`src/design/rgb_pwm_pkg.sv`:
```
package rgb_pwm_pkg;

    ////////////////////////////////////////
    // Data widths
    ////////////////////////////////////////

    // Switch byte and every stored setting
    localparam int DATA_W = 8;

    // Period and duty values share one type
    typedef logic [DATA_W-1:0] setting_t;

    ////////////////////////////////////////
    // Load slots
    ////////////////////////////////////////

    // Write target in load order
    typedef enum logic [1:0] {
        SLOT_RES   = 2'd0,
        SLOT_RED   = 2'd1,
        SLOT_GREEN = 2'd2,
        SLOT_BLUE  = 2'd3
    } slot_t;

    // Width of the one-hot slot indicator
    localparam int SLOT_N = 4;

    ////////////////////////////////////////
    // Debounce and reset values
    ////////////////////////////////////////

    // Cycles a synchronized level must hold
    localparam int STABLE_TICKS = 20;
    // Stable counter runs 0 .. STABLE_TICKS-1
    localparam int STABLE_W = $clog2(STABLE_TICKS);

    // 64-cycle frame out of reset
    localparam setting_t RES_DEFAULT  = setting_t'(63);
    // All colours dark out of reset
    localparam setting_t DUTY_DEFAULT = setting_t'(0);

endpackage

```
`src/design/load_debounce.sv`:
```
`timescale 1ns/1ps

module load_debounce (
    input  logic clk_1k,
    input  logic rst_n,
    input  logic btn,
    output logic load_pulse
);
    import rgb_pwm_pkg::*;

    // Two-flop synchronizer for the raw button
    logic btn_s1;
    logic btn_s2;

    // Filter state
    logic [STABLE_W-1:0] stable_cnt;
    logic                btn_level;
    logic                btn_level_d;

    always_ff @(posedge clk_1k or negedge rst_n) begin
        if (!rst_n) begin
            btn_s1 <= 1'b0;
            btn_s2 <= 1'b0;
        end else begin
            btn_s1 <= btn;
            btn_s2 <= btn_s1;
        end
    end

    ////////////////////////////////////////
    // Bounce filter
    ////////////////////////////////////////

    // Count cycles the synchronized level differs from the accepted one
    always_ff @(posedge clk_1k or negedge rst_n) begin
        if (!rst_n) begin
            stable_cnt <= '0;
            btn_level  <= 1'b0;
        end else if (btn_s2 == btn_level) begin
            // Level back where it was so start over
            stable_cnt <= '0;
        end else if (stable_cnt == STABLE_W'(STABLE_TICKS - 1)) begin
            // Held long enough
            btn_level  <= btn_s2;
            stable_cnt <= '0;
        end else begin
            stable_cnt <= stable_cnt + 1'b1;
        end
    end

    // Previous accepted level for edge detect
    always_ff @(posedge clk_1k or negedge rst_n) begin
        if (!rst_n) begin
            btn_level_d <= 1'b0;
        end else begin
            btn_level_d <= btn_level;
        end
    end

    // One cycle per accepted press
    assign load_pulse = btn_level & ~btn_level_d;

    // A pulse needs the synchronized level high a full stable run earlier
    a_filter_length: assert property (@(posedge clk_1k) disable iff (!rst_n)
        load_pulse |-> $past(btn_s2, STABLE_TICKS));

endmodule

```
`src/design/pwm_rgb_compare.sv`:
```
`timescale 1ns/1ps

module pwm_rgb_compare (
    input  logic                  clk_1k,
    input  logic                  rst_n,
    input  rgb_pwm_pkg::setting_t cnt,
    input  logic                  frame_wrap,
    input  rgb_pwm_pkg::setting_t duty_r,
    input  rgb_pwm_pkg::setting_t duty_g,
    input  rgb_pwm_pkg::setting_t duty_b,
    output logic                  rgb_r,
    output logic                  rgb_g,
    output logic                  rgb_b
);
    import rgb_pwm_pkg::*;

    // Index 0 red, 1 green, 2 blue
    localparam int COLOURS = 3;

    setting_t           duty_in [COLOURS];
    setting_t           duty_shadow [COLOURS];
    logic [COLOURS-1:0] rgb_n;

    assign duty_in[0] = duty_r;
    assign duty_in[1] = duty_g;
    assign duty_in[2] = duty_b;

    ////////////////////////////////////////
    // Duty shadows
    ////////////////////////////////////////

    // Duties change only between frames in step with the period
    always_ff @(posedge clk_1k or negedge rst_n) begin
        if (!rst_n) begin
            for (int i = 0; i < COLOURS; i++) begin
                duty_shadow[i] <= DUTY_DEFAULT;
            end
        end else if (frame_wrap) begin
            for (int i = 0; i < COLOURS; i++) begin
                duty_shadow[i] <= duty_in[i];
            end
        end
    end

    ////////////////////////////////////////
    // Compare and drive
    ////////////////////////////////////////

    // Low is lit and registered so the pins never glitch
    always_ff @(posedge clk_1k or negedge rst_n) begin
        if (!rst_n) begin
            rgb_n <= '1;
        end else begin
            for (int i = 0; i < COLOURS; i++) begin
                rgb_n[i] <= ~(cnt < duty_shadow[i]);
            end
        end
    end

    assign rgb_r = rgb_n[0];
    assign rgb_g = rgb_n[1];
    assign rgb_b = rgb_n[2];

endmodule

```
`src/design/pwm_timebase.sv`:
```
`timescale 1ns/1ps

module pwm_timebase (
    input  logic                  clk_1k,
    input  logic                  rst_n,
    input  rgb_pwm_pkg::setting_t period,
    output rgb_pwm_pkg::setting_t cnt,
    output logic                  frame_wrap
);
    import rgb_pwm_pkg::*;

    // Period in force for the current frame
    setting_t period_shadow;

    // Last cycle of the frame
    assign frame_wrap = (cnt == period_shadow);

    ////////////////////////////////////////
    // Frame counter
    ////////////////////////////////////////

    always_ff @(posedge clk_1k or negedge rst_n) begin
        if (!rst_n) begin
            cnt <= '0;
        end else if (frame_wrap) begin
            cnt <= '0;
        end else begin
            cnt <= cnt + 1'b1;
        end
    end

    // New period only takes effect at a frame boundary
    // so a mid-frame load never bends the current frame
    always_ff @(posedge clk_1k or negedge rst_n) begin
        if (!rst_n) begin
            period_shadow <= RES_DEFAULT;
        end else if (frame_wrap) begin
            period_shadow <= period;
        end
    end

    // Count stays inside the frame even as the period changes
    a_cnt_in_frame: assert property (@(posedge clk_1k) disable iff (!rst_n)
        cnt <= period_shadow);

endmodule

```
`src/design/rgb_pwm_top.sv`:
```
`timescale 1ns/1ps

module rgb_pwm_top (
    input  logic                           clk_1k,
    input  logic                           rst_n,
    input  logic                           btn_load,
    input  rgb_pwm_pkg::setting_t          sw,
    output logic [rgb_pwm_pkg::SLOT_N-1:0] led,
    output logic                           rgb_r,
    output logic                           rgb_g,
    output logic                           rgb_b
);
    import rgb_pwm_pkg::*;

    // Stored settings from the loader
    setting_t period;
    setting_t duty_r;
    setting_t duty_g;
    setting_t duty_b;

    // Shared timebase
    setting_t cnt;
    logic     frame_wrap;

    ////////////////////////////////////////
    // Settings loader
    ////////////////////////////////////////

    slot_loader slot_loader_i (
        .clk_1k   (clk_1k),
        .rst_n    (rst_n),
        .btn_load (btn_load),
        .sw       (sw),
        .led      (led),
        .period   (period),
        .duty_r   (duty_r),
        .duty_g   (duty_g),
        .duty_b   (duty_b)
    );

    ////////////////////////////////////////
    // PWM path
    ////////////////////////////////////////

    pwm_timebase pwm_timebase_i (
        .clk_1k     (clk_1k),
        .rst_n      (rst_n),
        .period     (period),
        .cnt        (cnt),
        .frame_wrap (frame_wrap)
    );

    // Active-low RGB pins
    pwm_rgb_compare pwm_rgb_compare_i (
        .clk_1k     (clk_1k),
        .rst_n      (rst_n),
        .cnt        (cnt),
        .frame_wrap (frame_wrap),
        .duty_r     (duty_r),
        .duty_g     (duty_g),
        .duty_b     (duty_b),
        .rgb_r      (rgb_r),
        .rgb_g      (rgb_g),
        .rgb_b      (rgb_b)
    );

endmodule

```
`src/design/slot_loader.sv`:
```
`timescale 1ns/1ps

module slot_loader (
    input  logic                           clk_1k,
    input  logic                           rst_n,
    input  logic                           btn_load,
    input  rgb_pwm_pkg::setting_t          sw,
    output logic [rgb_pwm_pkg::SLOT_N-1:0] led,
    output rgb_pwm_pkg::setting_t          period,
    output rgb_pwm_pkg::setting_t          duty_r,
    output rgb_pwm_pkg::setting_t          duty_g,
    output rgb_pwm_pkg::setting_t          duty_b
);
    import rgb_pwm_pkg::*;

    logic              load_pulse;
    slot_t             slot;
    logic [SLOT_N-1:0] slot_onehot;

    // Clean one-cycle load strobe
    load_debounce load_debounce_i (
        .clk_1k     (clk_1k),
        .rst_n      (rst_n),
        .btn        (btn_load),
        .load_pulse (load_pulse)
    );

    ////////////////////////////////////////
    // Slot sequencer
    ////////////////////////////////////////

    // Advance once per press and wrap after blue
    always_ff @(posedge clk_1k or negedge rst_n) begin
        if (!rst_n) begin
            slot <= SLOT_RES;
        end else if (load_pulse) begin
            case (slot)
                SLOT_RES:   slot <= SLOT_RED;
                SLOT_RED:   slot <= SLOT_GREEN;
                SLOT_GREEN: slot <= SLOT_BLUE;
                default:    slot <= SLOT_RES;
            endcase
        end
    end

    // One-hot decode for the board LEDs
    always_comb begin
        slot_onehot       = '0;
        slot_onehot[slot] = 1'b1;
    end

    assign led = slot_onehot;

    ////////////////////////////////////////
    // Setting registers
    ////////////////////////////////////////

    // Only the slot under the pointer takes the switches
    always_ff @(posedge clk_1k or negedge rst_n) begin
        if (!rst_n) begin
            period <= RES_DEFAULT;
            duty_r <= DUTY_DEFAULT;
            duty_g <= DUTY_DEFAULT;
            duty_b <= DUTY_DEFAULT;
        end else if (load_pulse) begin
            case (slot)
                SLOT_RES:   period <= sw;
                SLOT_RED:   duty_r <= sw;
                SLOT_GREEN: duty_g <= sw;
                default:    duty_b <= sw;
            endcase
        end
    end

    // Each press moves the lit indicator one place up, blue back to period
    a_led_rotate: assert property (@(posedge clk_1k) disable iff (!rst_n)
        load_pulse |=> led == {$past(led[SLOT_N-2:0]), $past(led[SLOT_N-1])});

endmodule

```
`config.mk`:
```
export PLATFORM = sky130hd
export DESIGN_NAME = rgb_pwm_top
export DESIGN_NICKNAME = d
export VERILOG_FILES = /design/src/design/rgb_pwm_pkg.sv /design/src/design/load_debounce.sv /design/src/design/pwm_rgb_compare.sv /design/src/design/pwm_timebase.sv /design/src/design/rgb_pwm_top.sv /design/src/design/slot_loader.sv
export SDC_FILE = /design/constraint.sdc
export NUM_CORES = 1
export LEC_CHECK = 0
export BUFFER_PORTS_ARGS = -buffer_cell sky130_fd_sc_hd__buf_2
export CAP_MARGIN = 20
export CORE_ASPECT_RATIO = 1.75
export CORE_UTILIZATION = 25
export CTS_CLUSTER_DIAMETER = 200
export CTS_CLUSTER_SIZE = 30
export DETAILED_ROUTE_END_ITERATION = 16
export SYNTH_ARGS = -nofsm -noshare
export SYNTH_HDL_FRONTEND = slang
export SYNTH_SLANG_ARGS = --single-unit
```
`constraint.sdc`:
```
create_clock -name clk_1k -period 3.95 [get_ports clk_1k]
set_input_delay 0.79 -clock clk_1k [delete_from_list [all_inputs] [get_ports clk_1k]]
set_output_delay 0.79 -clock clk_1k [all_outputs]
set_load 0.02 [all_outputs]
```
==> impl_metrics.tcl <==
set metrics [dict create \
    timing.final.ws_setup_ns 1.574 \
    clock_insertion_delay_worst_skew_ns 0.34 \
    dieArea_mm2 0.01674 \
    power_mw 3.231 \
    slew_violations 0 \
    fillers 1620 \
    end_kind "register" \
    syn_inst 291 \
    grt_first_pass_wirelength_um 12690 \
    critPathLaunchType "register" \
    cp_slowest_cell "nor2_4" \
    cts_max_level 3 \
    path_cells "xnor2_1, nand4_1, nor2_4, buf_4, mux2_4" \
    numCtsBuffers 9 \
    clock-sinks 86 \
    firstDrtPassIters 6 \
    synth_flop_cell "dfrtp_1" \
    synthesis.nets 330 \
    clock_skew_ns 0.008637 \
    status "finished clean" \
    wl_per_cell_um 14.53 \
    post-cts-setup-buffers 0 \
    hold_path.class "reg -> reg" \
    vias_per_cell 4.365 \
    die_x_um 98.23 \
    worst_pin_slew_ns 0.8406 \
    clk_pin_slew_ns 0.07 \
    cp_data_arrival_time_ns 2.60 \
    fin_nets 355 \
    hold_viol 0 \
    vias 2226 \
    drt_iter0_drc 79 \
    r2r_slack_ns 1.57 \
    cts_hold_buf 0 \
    maxCapViolCount 0 \
    yosysSeqAreaShare 0.5358 \
    cts-root-buf "clkbuf_16" \
    cts_tree "built" \
    multi_input_area_mm2 0.001729 \
    ios 18 \
    grt_pass1_vias 2473 \
    avgSynthCellArea_um2 13.92 \
    min_period_over_period 0.6015 \
    powerDensity_mw_per_mm2 694.6 \
    overflow 0 \
    grt_antenna_before_repair 0 \
    drt-total-wl_um 7412 \
    drc 0 \
    critPathMaxFanout 22 \
    critical_path_required_ns 4.18 \
    hpwlAfterDp_um 5520 \
    grt_max_degree 68 \
    grt_usage 0.1006 \
    area_delta_synth_final_pct 14.82 \
    ys_seq_elements 86 \
    rsz0062_at_grt "no" \
    critPathKind "reg -> reg" \
    detail-route-antenna-nets 0 \
    ctsLongestPathBuffers 2 \
    rows 61 \
    coreArea_mm2 0.01588 \
    syn-cell-area_mm2 0.004051 \
    diodes 0 \
    drive_gt1_frac 0.3676 \
    gp_congestion 0.7394 \
    setup_viol 0 \
    ys_types 31 \
    synth_edf_count 0 \
    start_util 0.2552 \
    pre_cts_ws_ns 1.559 \
    clock.fmax_mhz 420.9 \
    cts_resized 0 \
    numPortBuffers 17 \
    ff_latch_area_mm2 0.002171 \
    power_leakage_nw 2.152 \
    chipHeight_um 170.4 \
    slew_headroom 0.4396 \
    max_stage_delay_ns 0.60 \
    tns_ns 0 \
    synth_warnings 0 \
    async_flop_share 1.000 \
    min_period_ns 2.376 \
    ir_worst_vdd_mv 0.3832 \
]
-- power breakdown --
part / internal [mW] / switching, mW
Sequential: 1.15 / 0.216
Combinational: 0.551 / 0.408
Clock: 0.558 / 0.347
Total: 2.26 / 0.971
-- registers in the layout, indices dropped and copies added, names as in the netlist, 2 cells and up --
name                                      flops
pwm_rgb_compare_i.duty_shadow                24
pwm_timebase_i.cnt                            8
pwm_timebase_i.period_shadow                  8
slot_loader_i.duty_b                          8
slot_loader_i.duty_g                          8
slot_loader_i.duty_r                          8
slot_loader_i.period                          8
slot_loader_i.load_debounce_i.stable_cnt      5
pwm_rgb_compare_i.rgb_n                       3
slot_loader_i.slot                            2
-- logic make-up (layout without fill, tap and decap cells) --
| family | count (synthesis) | count (layout) | share of synthesized area |
|---|---|---|---|
| adders and majority gates | 28 | 28 | 0.08647 |
| AOI/OAI and AO/OA | 23 | 23 | 0.03891 |
| and+or+nand+nor | 42 | 42 | 0.05312 |
| DFF | 86 | 86 | 0.5358 |
| buffers and inverters | 29 | 59 | 0.03737 |
| xor gates and xnor gates | 16 | 16 | 0.03459 |
| muxes | 67 | 67 | 0.2137 |
-- cell usage in the layout (no fill, tap or decap), drive strengths merged, types with 5 or more instances in the layout --
cell / synthesis / layout
a21o: 9 / 9
xnor2: 12 / 12
nand2: 7 / 7
dfstp: 15 / 15
nand3: 5 / 5
ha: 28 / 28
dfrtp: 71 / 71
mux2: 66 / 66
clkbuf: 0 / 10
nand4: 5 / 5
inv: 24 / 25
nor2: 14 / 14
buf: 5 / 19
-- area by class of cell --
| type | count | share of cell area |
|---|---|---|
| Sequential cell | 86 | 0.4666 |
| Inverter | 24 | 0.01937 |
| Clock inverter | 6 | 0.02017 |
| Clock buffer | 10 | 0.04922 |
| Timing Repair Buffer | 19 | 0.02205 |
| Multi-Input combinational cell | 176 | 0.3717 |
| Tap cell | 189 | 0.05083 |
-- cell usage after synthesis, types with 4 or more instances --
| cell type | n | share of area |
|---|---|---|
| mux2_2 | 36 | 0.10 |
| dfrtp_1 | 71 | 0.44 |
| dfstp_2 | 15 | 0.097 |
| a21o_1 | 9 | 0.017 |
| xor2_1 | 4 | 0.0086 |
| nand2b_1 | 4 | 0.0062 |
| nand2_1 | 7 | 0.0065 |
| ha_1 | 28 | 0.086 |
| nor2_1 | 13 | 0.012 |
| nand3_1 | 5 | 0.0062 |
| mux2_4 | 30 | 0.11 |
| xnor2_1 | 12 | 0.026 |
| nand4_1 | 5 | 0.0077 |
| inv_1 | 24 | 0.022 |
-- path summary, 6_finish.rpt --
check                                                          startpoint                                              to  depth (start not counted)
max                                       pwm_timebase_i.cnt[4]$_DFF_PN0_   pwm_rgb_compare_i.duty_shadow[16]$_DFFE_PN0N_                          5
min                        slot_loader_i.load_debounce_i.btn_s1$_DFF_PN0_  slot_loader_i.load_debounce_i.btn_s2$_DFF_PN0_                          0
max reg2reg                               pwm_timebase_i.cnt[4]$_DFF_PN0_   pwm_rgb_compare_i.duty_shadow[16]$_DFFE_PN0N_                          5
min reg2reg                slot_loader_i.load_debounce_i.btn_s1$_DFF_PN0_  slot_loader_i.load_debounce_i.btn_s2$_DFF_PN0_                          0
max in group asynchronous                                           rst_n            pwm_rgb_compare_i.rgb_n[2]$_DFF_PN1_                          2
min in group asynchronous                                           rst_n   pwm_rgb_compare_i.duty_shadow[23]$_DFFE_PN0N_                          1
-- routing by layer --
metal / vias to the layer above / routed length [um] / track usage
met3: 13 / 121 / 0.01807
met2: 24 / 4033 / 0.1825
met5: - / 0 / 0
met4: 0 / 295 / 0.06684
li1: 1057 / - / -
met1: 1132 / 2961 / 0.1055
-- worst max-delay path, delay by kind of cell, from the launching register on --
kind	cells	cell delay [ns]
DFF	1	0.53
buffers and inverters	1	0.46
xor gates and xnor gates	1	0.16
muxes	1	0.33
and+or+nand+nor	2	0.76
-- through the flow --
stage / hold WS, ns / instances / instance area (um2) / util
after global placement: 0.3320 / 494 / 4329 / 0.2727
after floorplan: 0.3312 / 291 / 4051 / -
after detailed placement: 0.3631 / 494 / 4329 / 0.2727
after global routing: 0.3832 / 510 / 4652 / 0.2930
final: 0.3706 / 510 / 4652 / 0.2930
after CTS: 0.3771 / 510 / 4652 / 0.2930
Power figures use the tool's default switching activity.
